`config.mk`:
```
export PLATFORM = sky130hd
export DESIGN_NAME = cache_mem_bridge
export DESIGN_NICKNAME = d
export VERILOG_FILES = /design/src/source/mem_pkg.sv /design/src/source/burst_deserializer.sv /design/src/source/bmem_sequencer.sv /design/src/source/cache_mem_bridge.sv
export SDC_FILE = /design/constraint.sdc
export NUM_CORES = 1
export LEC_CHECK = 0
export BUFFER_PORTS_ARGS = -buffer_cell sky130_fd_sc_hd__buf_4
export CAP_MARGIN = 20
export CORE_AREA = 2 2 306 308
export DETAILED_ROUTE_END_ITERATION = 8
export DIE_AREA = 0 0 308 310
export GPL_TIMING_DRIVEN = 0
export HOLD_SLACK_MARGIN = 0.05
export PLACE_DENSITY_LB_ADDON = 0.2
export RECOVER_POWER = 50
export SETUP_SLACK_MARGIN = 0.5
export SYNTH_ARGS = -nofsm -noshare
export SYNTH_HDL_FRONTEND = slang
export SYNTH_SLANG_ARGS = --single-unit
```
`constraint.sdc`:
```
create_clock -name clk -period 5.24 [get_ports clk]
set_clock_uncertainty 0.2 [all_clocks]
set_input_delay 0.786 -clock clk [delete_from_list [all_inputs] [get_ports clk]]
set_output_delay 0.786 -clock clk [all_outputs]
set_load 0.03 [all_outputs]
```
`src/source/mem_pkg.sv`:
```
`default_nettype none

package mem_pkg;

    // ------------------------------------------------------------------
    // Widths and burst shape.
    // ------------------------------------------------------------------
    localparam int ADDR_W    = 32;
    localparam int BEAT_W    = 64;
    localparam int BURST_LEN = 4;
    localparam int LINE_W    = BEAT_W * BURST_LEN;

    typedef logic [ADDR_W-1:0] addr_t;
    typedef logic [BEAT_W-1:0] beat_t;
    typedef logic [LINE_W-1:0] line_t;
    typedef logic [1:0]        beat_idx_t;

    // Index of the final beat in a burst.
    localparam beat_idx_t LAST_BEAT = beat_idx_t'(BURST_LEN - 1);

    // ------------------------------------------------------------------
    // Port bundles.
    // ------------------------------------------------------------------
    // Cache side request, held steady until the response.
    typedef struct packed {
        logic  read;
        logic  write;
        addr_t addr;
        line_t wdata;
    } dfp_req_t;

    // One beat returned by the burst memory.
    typedef struct packed {
        logic  rvalid;
        addr_t raddr;
        beat_t rdata;
    } bmem_rd_t;

endpackage

`default_nettype wire

```
`src/source/burst_deserializer.sv`:
```
`timescale 1ns/1ns
`default_nettype none

module burst_deserializer (
    input  logic              clk,
    input  logic              rst,

    input  logic              bmem_ready,
    input  mem_pkg::bmem_rd_t bmem_rd,
    input  logic              wr_active,
    input  mem_pkg::line_t    wr_line,

    output logic              bmem_write,
    output mem_pkg::beat_t    bmem_wdata,
    output logic              line_done,
    output mem_pkg::line_t    dfp_rdata,
    output mem_pkg::addr_t    dfp_raddr
);
    import mem_pkg::*;

    beat_idx_t rd_cnt;
    beat_idx_t wr_cnt;
    line_t     rd_line;
    line_t     rd_line_next;
    logic      rd_accept;
    logic      wr_accept;

    // ------------------------------------------------------------------
    // Read path.
    // ------------------------------------------------------------------
    assign rd_accept = bmem_rd.rvalid && bmem_ready;

    // Partial line with the incoming beat dropped into its slot.
    always_comb begin
        rd_line_next = rd_line;
        rd_line_next[rd_cnt*BEAT_W +: BEAT_W] = bmem_rd.rdata;
    end

    always_ff @(posedge clk) begin
        if (rd_accept) begin
            rd_line <= rd_line_next;
        end
    end

    // ------------------------------------------------------------------
    // Write path.
    // ------------------------------------------------------------------
    // The beat after the last one is held off while line_done is out,
    // since the sequencer only drops wr_active a cycle later.
    assign bmem_write = wr_active && !line_done;
    assign wr_accept  = bmem_write && bmem_ready;
    assign bmem_wdata = wr_line[wr_cnt*BEAT_W +: BEAT_W];

    // ------------------------------------------------------------------
    // Counters and completion.
    // ------------------------------------------------------------------
    always_ff @(posedge clk) begin
        if (rst) begin
            rd_cnt    <= '0;
            wr_cnt    <= '0;
            line_done <= 1'b0;
            dfp_rdata <= '0;
            dfp_raddr <= '0;
        end else begin
            line_done <= 1'b0;

            if (rd_accept) begin
                rd_cnt <= rd_cnt + 1'b1;
                // Fourth beat completes the line.
                if (rd_cnt == LAST_BEAT) begin
                    dfp_rdata <= rd_line_next;
                    dfp_raddr <= bmem_rd.raddr;
                    line_done <= 1'b1;
                end
            end

            if (wr_accept) begin
                wr_cnt <= wr_cnt + 1'b1;
                if (wr_cnt == LAST_BEAT) begin
                    line_done <= 1'b1;
                end
            end
        end
    end

endmodule

`default_nettype wire

```
`src/source/bmem_sequencer.sv`:
```
`timescale 1ns/1ns
`default_nettype none

module bmem_sequencer (
    input  logic              clk,
    input  logic              rst,

    input  mem_pkg::dfp_req_t dfp_req,
    input  logic              bmem_ready,
    input  logic              line_done,

    output mem_pkg::addr_t    bmem_addr,
    output logic              bmem_read,
    output logic              wr_active,
    output logic              dfp_resp
);

    typedef enum logic [2:0] {
        IDLE,
        RD_CMD,
        RD_WAIT,
        WR_BURST,
        RESP
    } state_t;

    state_t state;
    state_t state_next;
    logic   req_start;

    assign req_start = (state == IDLE) && (dfp_req.read || dfp_req.write);

    // ------------------------------------------------------------------
    // Next state.
    // ------------------------------------------------------------------
    always_comb begin
        state_next = state;
        case (state)
            IDLE: begin
                if (dfp_req.read) begin
                    state_next = RD_CMD;
                end else if (dfp_req.write) begin
                    state_next = WR_BURST;
                end
            end
            RD_CMD: begin
                // Command is taken once the memory is ready.
                if (bmem_ready) begin
                    state_next = RD_WAIT;
                end
            end
            RD_WAIT: begin
                if (line_done) begin
                    state_next = RESP;
                end
            end
            WR_BURST: begin
                if (line_done) begin
                    state_next = RESP;
                end
            end
            RESP: begin
                // Request is still held here, so go back without sampling it.
                state_next = IDLE;
            end
            default: begin
                state_next = IDLE;
            end
        endcase
    end

    always_ff @(posedge clk) begin
        if (rst) begin
            state <= IDLE;
        end else begin
            state <= state_next;
        end
    end

    // ------------------------------------------------------------------
    // Address and outputs.
    // ------------------------------------------------------------------
    always_ff @(posedge clk) begin
        if (rst) begin
            bmem_addr <= '0;
        end else if (req_start) begin
            bmem_addr <= dfp_req.addr;
        end
    end

    assign bmem_read = (state == RD_CMD);
    assign wr_active = (state == WR_BURST);
    assign dfp_resp  = (state == RESP);

endmodule

`default_nettype wire

```
`src/source/cache_mem_bridge.sv`:
```
`timescale 1ns/1ns
`default_nettype none

module cache_mem_bridge (
    input  logic              clk,
    input  logic              rst,

    // Cache line port.
    input  mem_pkg::dfp_req_t dfp_req,
    output mem_pkg::line_t    dfp_rdata,
    output mem_pkg::addr_t    dfp_raddr,
    output logic              dfp_resp,

    // Burst memory port.
    input  logic              bmem_ready,
    input  mem_pkg::bmem_rd_t bmem_rd,
    output mem_pkg::addr_t    bmem_addr,
    output logic              bmem_read,
    output logic              bmem_write,
    output mem_pkg::beat_t    bmem_wdata
);

    logic wr_active;
    logic line_done;

    // ------------------------------------------------------------------
    // Command and response control.
    // ------------------------------------------------------------------
    bmem_sequencer u_sequencer (
        .clk        (clk),
        .rst        (rst),
        .dfp_req    (dfp_req),
        .bmem_ready (bmem_ready),
        .line_done  (line_done),
        .bmem_addr  (bmem_addr),
        .bmem_read  (bmem_read),
        .wr_active  (wr_active),
        .dfp_resp   (dfp_resp)
    );

    // ------------------------------------------------------------------
    // Beat assembly and split.
    // ------------------------------------------------------------------
    burst_deserializer u_deserializer (
        .clk        (clk),
        .rst        (rst),
        .bmem_ready (bmem_ready),
        .bmem_rd    (bmem_rd),
        .wr_active  (wr_active),
        .wr_line    (dfp_req.wdata),
        .bmem_write (bmem_write),
        .bmem_wdata (bmem_wdata),
        .line_done  (line_done),
        .dfp_rdata  (dfp_rdata),
        .dfp_raddr  (dfp_raddr)
    );

endmodule

`default_nettype wire

```
==> run_results.csv, run 1 <==
group,metric,value,unit
synth,synthDistinctLibCells,41,
critical_path,worstPathRequired,5.22,ns
sta,fmax,238.9,MHz
cells_and_area,final_layout_size_suffix_gt1_share,23.58,%
cells_and_area,fin_util,33.84,%
critical_path,crit_type,"in2reg",
detailed_routing,routed-wl-met2,63.15,mm
clock_network,cts_buffers,66,
floorplanning,rows,112,
status,status,"finished with violations",
synth,synth.top_cell.area_share,28.84,%
floorplanning,dieArea,0.09548,mm^2
floorplanning,start_util,24.61,%
detailed_routing,drt_iter0_drc,1463,
detailed_routing,dr_wl_met3,10.37,mm
clock_network,clkLatencyLatePin,0.61,ns
flow_run,drv_cap,4,
sta,rsz0062_at_grt,"no",
synth,yosysSeqAreaShare,54.17,%
placement,place_ws,1.738,ns
detailed_routing,drt-total-wl,128.3,mm
min_path,hold_class,"in2reg",
synth,syn_area,0.02277,mm^2
power_and_ir_drop,ir_drop,0.2061,mV
critical_path,worstSetupEndpointType,"flip-flop",
clock_network,cts-root-buf,"clkbuf_16",
detailed_routing,vias,21340,
sta,period_minus_slack,4.186,ns
detailed_routing,wl_per_cell,29.78,um
clock_network,ctsHtreeMaxLevel,3,
synth,syn_area_per_cell,10.43,um^2
detailed_routing,drc_errors,0,
detailed_routing,highest_layer,"met5",
sta,relSlewSlack,-45.20,%
critical_path,worstPathArrival,4.17,ns
cells_and_area,final_nets,3429,
sta,setup_viol,0,
global_route,antenna_found_initial,58,
clock_network,clock_path_buffers,3,
clock_network,cts_resized,0,
cells_and_area,area_delta_synth_final,37.47,%
global_route,grt_overflow,0,
critical_path,critPathMaxFanout,35,
synth,syn_inst,2183,
critical_path,critPathLaunchType,"input pin",
sta,worst_pin_slew,2.178,ns
detailed_routing,via_per_inst,4.955,
floorplanning,io_pins,777,
sta,fin_crit_sh,79.89,%
placement,io_buffers,774,
sta,worst_slack,1.054,ns
clock_network,ctsHoldBuffers,0,
global_route,grt_pass1_vias,20760,
synth,synth_nets,2579,
placement,place_congestion,0.9065,
sta,slew_viol_final,130,
critical_path,regToRegSetupSlack,1.77,ns
detailed_routing,drtAntennaViolNets,0,
synth,async_reset_ff_share,0,%
floorplanning,die_h,310,um
global_route,grt_pass1_wl,170.8,mm
clock_network,postCtsSetupBuffers,0,
clock_network,cts_tree,"done",
global_route,track_usage,25.86,%
power_and_ir_drop,power.leakage,0.01191,uW
placement,hpwl,103.6,mm
power_and_ir_drop,power_density,337.7,mW/mm^2
synth,synth_edf_count,192,
floorplanning,die_w,308,um
detailed_routing,met1_length,48.27,mm
floorplanning,core,0.09249,mm^2
status,violations,"capacitance limit, slew limit",
synth,yosysWarningCount,0,
synth,yosysTopAreaCell,"dfxtp_1",
clock_network,clk_pin_slew_worst_paths,0.06,ns
synth,ys_top_cells_by_count,"dfxtp_1, nand2_1, nor2_1, edfxtp_1, nand2b_1",
synth,ys_seq_elements,520,
sta,hold_viol,0,
clock_network,clkSinkCount,520,
global_route,grt_max_degree,38,
synth,synth_area_leaders,"dfxtp_1, edfxtp_1, mux4_2, a311oi_1, nand2b_1",
detailed_routing,drt_pre_antenna_iters,5,
synth,synthMostInstantiatedCell,"dfxtp_1",
synth,ys.flop_type,"dfxtp_1",
## area by class of cell
| cell class | count | area (um^2) |
|---|---|---|
| timing repair buffer | 782 | 4700 |
| fill | 9856 | 61190 |
| inverter | 43 | 162.7 |
| clock inverter | 30 | 344.1 |
| buffer | 207 | 942.2 |
| tap | 1197 | 1498 |
| antenna | 24 | 60.06 |
| sequential | 520 | 12330 |
| multi-input combinational | 1413 | 9301 |
| clock buffer | 92 | 1956 |
## logic make-up (layout without fill, tap and decap cells)
family	after synthesis	in the layout	share of synthesized area, %
adder cells (fa/ha/maj)	6	6	0.3298
AO/OA/AOI/OAI	395	395	13.00
flip-flops	520	520	54.17
other	0	24	0
multiplexers	96	96	7.738
AND/OR/NAND/NOR	915	915	19.82
buffers and inverters	250	1154	4.908
XOR/XNOR	1	1	0.03848
## layout by cell type, fill, tap and decap left out, types with 6 or more instances in the layout
| cell | Yosys | layout |
|---|---|---|
| nand2_1 | 222 | 222 |
| nand2b_1 | 158 | 158 |
| ha_1 | 6 | 6 |
| a21oi_1 | 98 | 98 |
| mux2i_1 | 32 | 32 |
| a41oi_1 | 39 | 39 |
| mux4_2 | 64 | 64 |
| a311oi_1 | 153 | 153 |
| nor3_1 | 62 | 62 |
| a21o_1 | 62 | 62 |
| buf_6 | 6 | 6 |
| clkbuf_8 | 0 | 10 |
| nor2_1 | 197 | 197 |
| clkbuf_16 | 0 | 71 |
| buf_4 | 7 | 459 |
| clkbuf_1 | 101 | 441 |
| buf_1 | 7 | 7 |
| buf_2 | 85 | 80 |
| nand3_1 | 122 | 122 |
| inv_1 | 43 | 42 |
| diode_2 | 0 | 24 |
| bufinv_16 | 0 | 6 |
| clkinv_2 | 0 | 13 |
| a211oi_1 | 39 | 39 |
| edfxtp_1 | 192 | 192 |
| nor2b_1 | 102 | 102 |
| dfxtp_1 | 328 | 328 |
| nand4_1 | 37 | 37 |
## layer usage
metal	vias to the layer above	GRT usage, %
met5	-	0
met4	8	13.92
met3	227	7.703
met2	871	43.77
met1	10510	29.33
li1	9725	-
## path summary, 6_finish.rpt
kind	endpoint	depth (start not counted)	start
setup reg to reg	u_deserializer.dfp_rdata[67]$_SDFFE_PP0P_	7	u_deserializer.rd_cnt[0]$_SDFFE_PP0P_
hold / removal	u_deserializer.dfp_raddr[26]$_SDFFE_PP0P_	3	bmem_rd[90]
hold reg to reg	u_deserializer.dfp_raddr[22]$_SDFFE_PP0P_	2	u_deserializer.dfp_raddr[22]$_SDFFE_PP0P_
setup / recovery	u_deserializer.rd_line[115]$_DFFE_PP_	4	bmem_ready
## sequential cells by signal, summed over array words and instances (netlist names)
register / flops
u_deserializer.dfp_rdata: 256
u_deserializer.rd_line: 192
u_deserializer.dfp_raddr: 32
u_deserializer.wr_cnt: 2
u_deserializer.line_done: 1
u_sequencer.state: 3
u_sequencer.bmem_addr: 32
u_deserializer.rd_cnt: 2
## power by group
part           internal [uW]  switching (uW)
combinational            507             839
clock                   2920            1910
sequential              4350            47.9
total                   7770            2800
## per-stage QoR
step,instance area [um^2],hold slack (ns),power (uW),setup TNS (ns),cells
2_1_floorplan,22770,0.2476,5143,0,2183
3_3_place_gp,30080,0.2442,5851,-316.53,4154
3_5_place_dp,30220,0.2478,5856,0,4162
4_1_cts,32520,0.1899,10710,0,4284
5_1_grt,31280,0.2096,10930,0,4303
6_report,31300,0.2243,10570,0,4308
## critical path: stages
cell	delay (ns)
clkbuf_1	0.45
nand2_1	0.22
clkinvlp_2	1.04
clkbuf_1	1.62
Note: power is estimated with default switching activity, not from simulation.
==> inputs of run 2 (changes only) <==
--- a/config.mk
+++ b/config.mk
@@ -5,11 +5,12 @@
 export SDC_FILE = /design/constraint.sdc
 export NUM_CORES = 1
 export LEC_CHECK = 0
+export ABC_AREA = 1
 export BUFFER_PORTS_ARGS = -buffer_cell sky130_fd_sc_hd__buf_4
 export CAP_MARGIN = 20
-export CORE_AREA = 2 2 306 308
+export CORE_AREA = 2 2 300 302
 export DETAILED_ROUTE_END_ITERATION = 8
-export DIE_AREA = 0 0 308 310
+export DIE_AREA = 0 0 302 304
 export GPL_TIMING_DRIVEN = 0
 export HOLD_SLACK_MARGIN = 0.05
 export PLACE_DENSITY_LB_ADDON = 0.2
==> constraint.sdc (replaced) <==
create_clock -name clk -period 4.3 [get_ports clk]
set_clock_uncertainty 0.2 [all_clocks]
set_input_delay 0.645 -clock clk [delete_from_list [all_inputs] [get_ports clk]]
set_output_delay 0.645 -clock clk [all_outputs]
set_load 0.03 [all_outputs]
==> run 2 against run 1 <==
  * The flow still finishes with violations (capacitance limit, slew limit)
  * Clock power rose by 11%
  * Power rose by 23%
  * Hold slack got worse by 0.13 ns
  * Routed wire length rose by 3.7%
  * Sequential share of layout area fell by 0.36 points
  * Combinational power rose by 59%
  * Final cell count rose by 14%
  * Via count rose by 9.3%
  * Setup slack got worse by 0.52 ns
  * Area after synthesis rose by 0.64%
  * Highest routed layer unchanged
==> run_results.csv, run 2 <==
group,metric,value,unit
detailed_routing,via_per_inst,4.730,
floorplanning,rows,110,
synth,yosysTopAreaCell,"dfxtp_1",
cells_and_area,largest_register_ffs,256,
status,status,"finished with violations",
synth,yosysWarningCount,0,
cells_and_area,final_layout_size_suffix_gt1_share,18.02,%
floorplanning,die_h,304,um
synth,synth_edf_count,192,
synth,syn_inst,2770,
cells_and_area,layout_commonest_cell,"nand2_1",
power_and_ir_drop,power_density,410.5,mW/mm^2
synth,ys.flop_type,"dfxtp_1",
detailed_routing,vias,23320,
synth,synth_nets,3166,
critical_path,worstPathRequired,4.67,ns
floorplanning,io_pins,777,
sta,hold_viol,0,
clock_network,cts_buffers,60,
synth,synth_area_leaders,"dfxtp_1, edfxtp_1, nand2_1, o21ai_0, inv_1",
floorplanning,start_util,25.73,%
status,violations,"capacitance limit, slew limit",
placement,place_inst,4729,
sta,holdWs,0.09464,ns
clock_network,cts_tree,"done",
power_and_ir_drop,power.leakage,0.01445,uW
cells_and_area,largest_register,"u_deserializer.dfp_rdata",
placement,hpwl,107.3,mm
sta,period_minus_slack,3.764,ns
sta,rsz0062_at_grt,"no",
global_route,antenna_found_initial,98,
critical_path,worstPathArrival,4.14,ns
sta,setup-tns-final,0,ns
cells_and_area,top_regs,"u_deserializer.dfp_rdata (256), u_deserializer.rd_line (192)",
floorplanning,core,0.08905,mm^2
global_route,grt_pass1_vias,22160,
synth,synthDistinctLibCells,30,
clock_network,clock_path_buffers,3,
synth,yosysSeqAreaShare,53.83,%
synth,synth.top_cell.area_share,28.66,%
flow_run,drv_cap,3,
cells_and_area,final_nets,4046,
placement,dpl_cell_area,0.03037,mm^2
placement,io_buffers,776,
sta,relSlewSlack,-26.49,%
clock_network,clkLatencyLatePin,0.65,ns
sta,setup_viol,0,
detailed_routing,drtAntennaViolNets,0,
power_and_ir_drop,ir_drop,0.3653,mV
clock_network,clk_pin_slew_worst_paths,0.06,ns
global_route,grt_pass1_wl,179.6,mm
global_route,track_usage,28.04,%
sta,slew_viol_final,78,
synth,ys_top_cells_by_count,"nand2_1, o21ai_0, dfxtp_1, inv_1, nor2_1",
floorplanning,dieArea,0.09181,mm^2
sta,fin_crit_sh,87.54,%
cells_and_area,final_cell_mix,"nand2_1, buf_4, clkbuf_1",
global_route,grt_max_degree,39,
cells_and_area,fin_util,35.46,%
clock_network,cts-root-buf,"clkbuf_16",
clock_network,postCtsSetupBuffers,0,
synth,ys_seq_elements,520,
synth,async_reset_ff_share,0,%
detailed_routing,drc_errors,0,
clock_network,clkSinkCount,520,
floorplanning,die_w,302,um
min_path,hold_class,"in2reg",
clock_network,ctsHoldBuffers,35,
sta,worst_pin_slew,1.897,ns
sta,fmax,265.7,MHz
critical_path,critPathMaxFanout,10,
synth,synthMostInstantiatedCell,"nand2_1",
synth,syn_area_per_cell,8.271,um^2
cells_and_area,final_area,0.03158,mm^2
detailed_routing,wl_per_cell,26.98,um
clock_network,cts_resized,0,
cells_and_area,fillers,9778,
detailed_routing,drt-total-wl,133.1,mm
global_route,grt_overflow,0,
cells_and_area,area_delta_synth_final,37.84,%
critical_path,critPathLaunchType,"flip-flop",
cells_and_area,stdcell_count,4931,
detailed_routing,drt_pre_antenna_iters,6,
detailed_routing,drt_iter0_drc,2267,
critical_path,worstSetupEndpointType,"flip-flop",
placement,place_congestion,0.9749,
critical_path,crit_type,"reg2reg",
clock_network,ctsHtreeMaxLevel,2,
synth,syn_area,0.02291,mm^2
[run 2: worst paths after layout]
kind	from	cells after the start	to	slack, ns
max	u_deserializer.rd_cnt[0]$_SDFFE_PP0P_	9	u_deserializer.dfp_raddr[11]$_SDFFE_PP0P_	0.54
min	dfp_req[265]	3	u_sequencer.bmem_addr[9]$_SDFFE_PP0P_	0.09
max reg2reg	u_deserializer.rd_cnt[0]$_SDFFE_PP0P_	9	u_deserializer.dfp_raddr[11]$_SDFFE_PP0P_	0.54
min reg2reg	u_sequencer.bmem_addr[24]$_SDFFE_PP0P_	2	u_sequencer.bmem_addr[24]$_SDFFE_PP0P_	0.25
[run 2: critical path: stages (launching register included)]
cell      delay, ns
dfxtp_1        0.37
ha_1           0.22
inv_1          0.14
nor2_4         0.06
inv_1          0.61
clkbuf_1       1.07
buf_6          0.29
clkbuf_1       0.44
nor2_1         0.17
nor2_1         0.13
[run 2: layout make-up]
cell class | instances | area (um^2) | share of cell area [%]
Clock inverter | 36 | 384.1 | 1.216
Buffer | 209 | 996.0 | 3.154
Multi-Input combinational cell | 1744 | 8457 | 26.78
Inverter | 297 | 1116 | 3.534
Timing Repair Buffer | 818 | 5032 | 15.94
Antenna cell | 54 | 135.1 | 0.4279
Sequential cell | 520 | 12330 | 39.05
Clock buffer | 77 | 1657 | 5.246
Tap cell | 1176 | 1471 | 4.659
[run 2: cells by family (layout without fill, tap and decap cells)]
kind of cell | count (synthesis) | count (layout) | synth area share [%]
other | 0 | 54 | 0
DFF | 520 | 520 | 53.83
buffers and inverters | 506 | 1437 | 9.251
adders and majority gates | 6 | 6 | 0.3277
and+or+nand+nor | 865 | 865 | 14.77
AOI/OAI and AO/OA | 873 | 873 | 21.82
[run 2: per-layer routing]
metal,GRT usage (%),vias up,wire length [um]
met2,44.48,941,61640
met1,33.61,11070,52190
met4,17.26,22,7721
li1,-,11010,-
met3,7.653,277,11330
met5,0,-,165
[run 2: through the flow]
step | total power (uW) | setup slack (ns)
floorplan | 6645 | 0.1407
finish | 12960 | 0.5359
CTS | 13190 | 0.6712
detailed placement | 7769 | 0.6785
global placement | 7752 | -2.200
global route | 13440 | 0.3324
[run 2: report_power, final]
group / switching, uW / internal [uW]
registers: 101 / 5360
clock network: 2270 / 3090
logic: 1470 / 665
total: 3840 / 9120
==> inputs of run 3 (changes only) <==
--- a/config.mk
+++ b/config.mk
@@ -13,9 +13,10 @@
 export DIE_AREA = 0 0 302 304
 export GPL_TIMING_DRIVEN = 0
 export HOLD_SLACK_MARGIN = 0.05
-export PLACE_DENSITY_LB_ADDON = 0.2
+export PLACE_DENSITY = 0.52
 export RECOVER_POWER = 50
 export SETUP_SLACK_MARGIN = 0.5
 export SYNTH_ARGS = -nofsm -noshare
 export SYNTH_HDL_FRONTEND = slang
 export SYNTH_SLANG_ARGS = --single-unit
+export TNS_END_PERCENT = 20
==> run 3 against run 2 <==
  * The flow still finishes with violations (capacitance limit, slew limit)
  * Sequential share of layout area increased by 0.057 points
  * Maximum frequency fell by 1.1%
  * Power fell by 1.5%
  * Combinational power barely moved
  * Sequential power about the same
  * Routed wire length shrank 3.3%
  * Setup slack worse by 0.042 ns
  * Final cell count down 0.18%
  * Non-clock buffer count decreased by 3
  * Die area unchanged
  * Register-to-register slack better by 0.05 ns
  * Largest cell class unchanged
==> run_results.csv, run 3 (synthesized netlist as in run 2, its figures left out) <==
group,metric,value,unit
placement,place_congestion,0.9708,
floorplanning,io_pins,777,
clock_network,clkSinkCount,520,
global_route,track_usage,27.05,%
clock_network,ctsHtreeMaxLevel,2,
detailed_routing,wl_per_cell,26.14,um
critical_path,r2r-end,"u_deserializer.dfp_raddr[12]$_SDFFE_PP0P_",
global_route,grt_overflow,0,
global_route,grt_most_used_layer,"met2",
critical_path,startpoint,"u_deserializer.wr_cnt[0]$_SDFFE_PP0P_",
power_and_ir_drop,power_density,404.8,mW/mm^2
cells_and_area,final_nets,4043,
sta,setup-tns-final,0,ns
clock_network,cts_tree,"done",
critical_path,slowest_delay,0.58,ns
sta,holdWs,0.1157,ns
critical_path,regToRegSetupSlack,0.59,ns
power_and_ir_drop,power.leakage,0.01446,uW
cells_and_area,layout_commonest_cell,"nand2_1",
floorplanning,die_h,304,um
status,status,"finished with violations",
placement,io_buffers,776,
sta,fin_crit_sh,88.51,%
cells_and_area,area_delta_synth_final,37.64,%
cells_and_area,final_layout_size_suffix_gt1_share,17.93,%
sta,period_minus_slack,3.806,ns
sta,hold_viol,0,
detailed_routing,vias,23270,
floorplanning,start_util,25.73,%
sta,rsz0062_at_grt,"yes",
power_and_ir_drop,ir_drop,0.2843,mV
clock_network,clock_path_buffers,3,
sta,worst_pin_slew,1.972,ns
critical_path,critPathMaxFanout,10,
floorplanning,core,0.08905,mm^2
min_path,holdPathStages,3,
power_and_ir_drop,p_switching,3762,uW
critical_path,critPathBufInv,5,
power_and_ir_drop,power_frac_seq,42.8,%
global_route,grt_util_met2,43.10,%
detailed_routing,drtAntennaViolNets,0,
global_route,grt_pass1_wl,174.8,mm
power_and_ir_drop,combPwrFrac,16.5,%
status,violations,"capacitance limit, slew limit",
clock_network,cts_buffers,60,
flow_run,drv_cap,1,
critical_path,worstPathRequired,3.45,ns
min_path,hold_class,"in2reg",
critical_path,critPathLaunchType,"flip-flop",
floorplanning,dieArea,0.09181,mm^2
global_route,grtUsageMet1,32.10,%
floorplanning,rows,110,
detailed_routing,drt_iter0_drc,2122,
floorplanning,die_w,302,um
critical_path,cpMostUsedCell,"buf_2",
cells_and_area,largest_register,"u_deserializer.dfp_rdata",
detailed_routing,drt-total-wl,128.7,mm
power_and_ir_drop,p_int,9002,uW
critical_path,reg2regPathDepth,9,
power_and_ir_drop,pwr-share-clk,40.7,%
clock_network,cts-root-buf,"clkbuf_16",
detailed_routing,drt_pre_antenna_iters,6,
cells_and_area,final_cell_mix,"nand2_1, buf_4, clkbuf_1",
cells_and_area,stdcell_count,4922,
critical_path,worstPathArrival,2.96,ns
critical_path,crit_family,"buffers and inverters",
sta,fmax,262.7,MHz
clock_network,clk_pin_slew_worst_paths,0.06,ns
critical_path,worstSetupEndpointType,"output pin",
critical_path,crit_chain,"buf_2 > inv_1 > buf_2 > buf_2 > nor2_1 > o22ai_1 > buf_4",
min_path,whs_endpoint,"u_sequencer.bmem_addr[3]$_SDFFE_PP0P_",
sta,setup_viol,0,
clock_network,postCtsSetupBuffers,0,
placement,place_inst,4729,
placement,hpwl,102.9,mm
critical_path,critPathSlowestCell,"nor2_1",
cells_and_area,largest_register_ffs,256,
global_route,grt_max_degree,37,
power_and_ir_drop,total_power,12760,uW
detailed_routing,via_per_inst,4.728,
clock_network,clkLatencyLatePin,0.65,ns
global_route,antenna_found_initial,84,
cells_and_area,fin_util,35.41,%
global_route,use_met3,7.268,%
global_route,grt_pass1_vias,22150,
sta,slew_viol_final,29,
power_and_ir_drop,switching_share,29.47,%
cells_and_area,top_regs,"u_deserializer.dfp_rdata (256), u_deserializer.rd_line (192)",
critical_path,r2r_start,"u_deserializer.rd_cnt[0]$_SDFFE_PP0P_",
sta,relSlewSlack,-31.46,%
critical_path,crit_type,"reg2out",
detailed_routing,drc_errors,0,
min_path,hp-start,"dfp_req[259]",
-- run 3: cell types whose count changed in the layout (fill, tap and decap cells not counted), sizes merged, moves of 3 or more --
cell         previous run  this run
bufinv                  6         2
clkbuf                510       521
dlygate4sd3            35        32
clkinvlp               10         2
diode                  54        49
-- run 3: cell type report --
type                       count  area, um^2
fill                        9774       57510
sequential                   520       12330
antenna                       49       122.6
timing repair buffer         815        5057
clock buffer                  89        1773
multi-input combinational   1744        8452
clock inverter                23       219.0
tap                         1176        1471
buffer                       209       991.0
inverter                     297        1116
-- run 3: routing by layer --
metal  vias to the layer above  share of wire, %  routed length (um)
met2                      1000                47               60410
met5                         -              0.13                 169
met4                        24               5.9                7630
li1                      10990                 -                   -
met1                     11000                38               49490
met3                       257               8.5               10970
-- run 3: tightest hold or removal path: cells and delay by family --
family                 cells  cell delay [ns]
AOI/OAI and AO/OA          2             0.17
buffers and inverters      1             0.07
-- run 3: power groups by stage --
stage          logic (uW)  registers, uW  clock network, uW
2_1_floorplan         889           5760                  0
3_3_place_gp         2130           5580                  0
3_5_place_dp         2160           5570                  0
4_1_cts              2200           5460               5300
5_1_grt              2250           5480               5490
6_report             2110           5470               5190
-- run 3: how the worst max path moves through the flow --
stage                     depth (start not counted)  slack, ns                                         end
after global placement                            3      -2.11         u_deserializer.rd_line[2]$_DFFE_PP_
after detailed placement                         12       0.72  u_deserializer.dfp_rdata[113]$_SDFFE_PP0P_
after floorplan                                   2       0.14         u_deserializer.rd_line[0]$_DFFE_PP_
after global routing                              6       0.33         u_deserializer.rd_line[5]$_DFFE_PP_
after CTS                                         7       0.50                              bmem_wdata[22]
final                                             7       0.49                              bmem_wdata[41]
-- run 3: metrics by stage --
step	area, um^2	worst slack, ns
floorplan	22930	0.1407
global placement	30230	-2.112
detailed placement	30370	0.7186
CTS	32690	0.5013
global route	31500	0.3280
finish	31530	0.4940
-- run 3: what timing repair did --
action | CTS | global route
gates resized for setup | 1 | 1
endpoints found under the setup margin | 2 | 6
pin swaps | 0 | 0
hold buffers | 32 | 0
hold endpoints to repair | 33 | 0
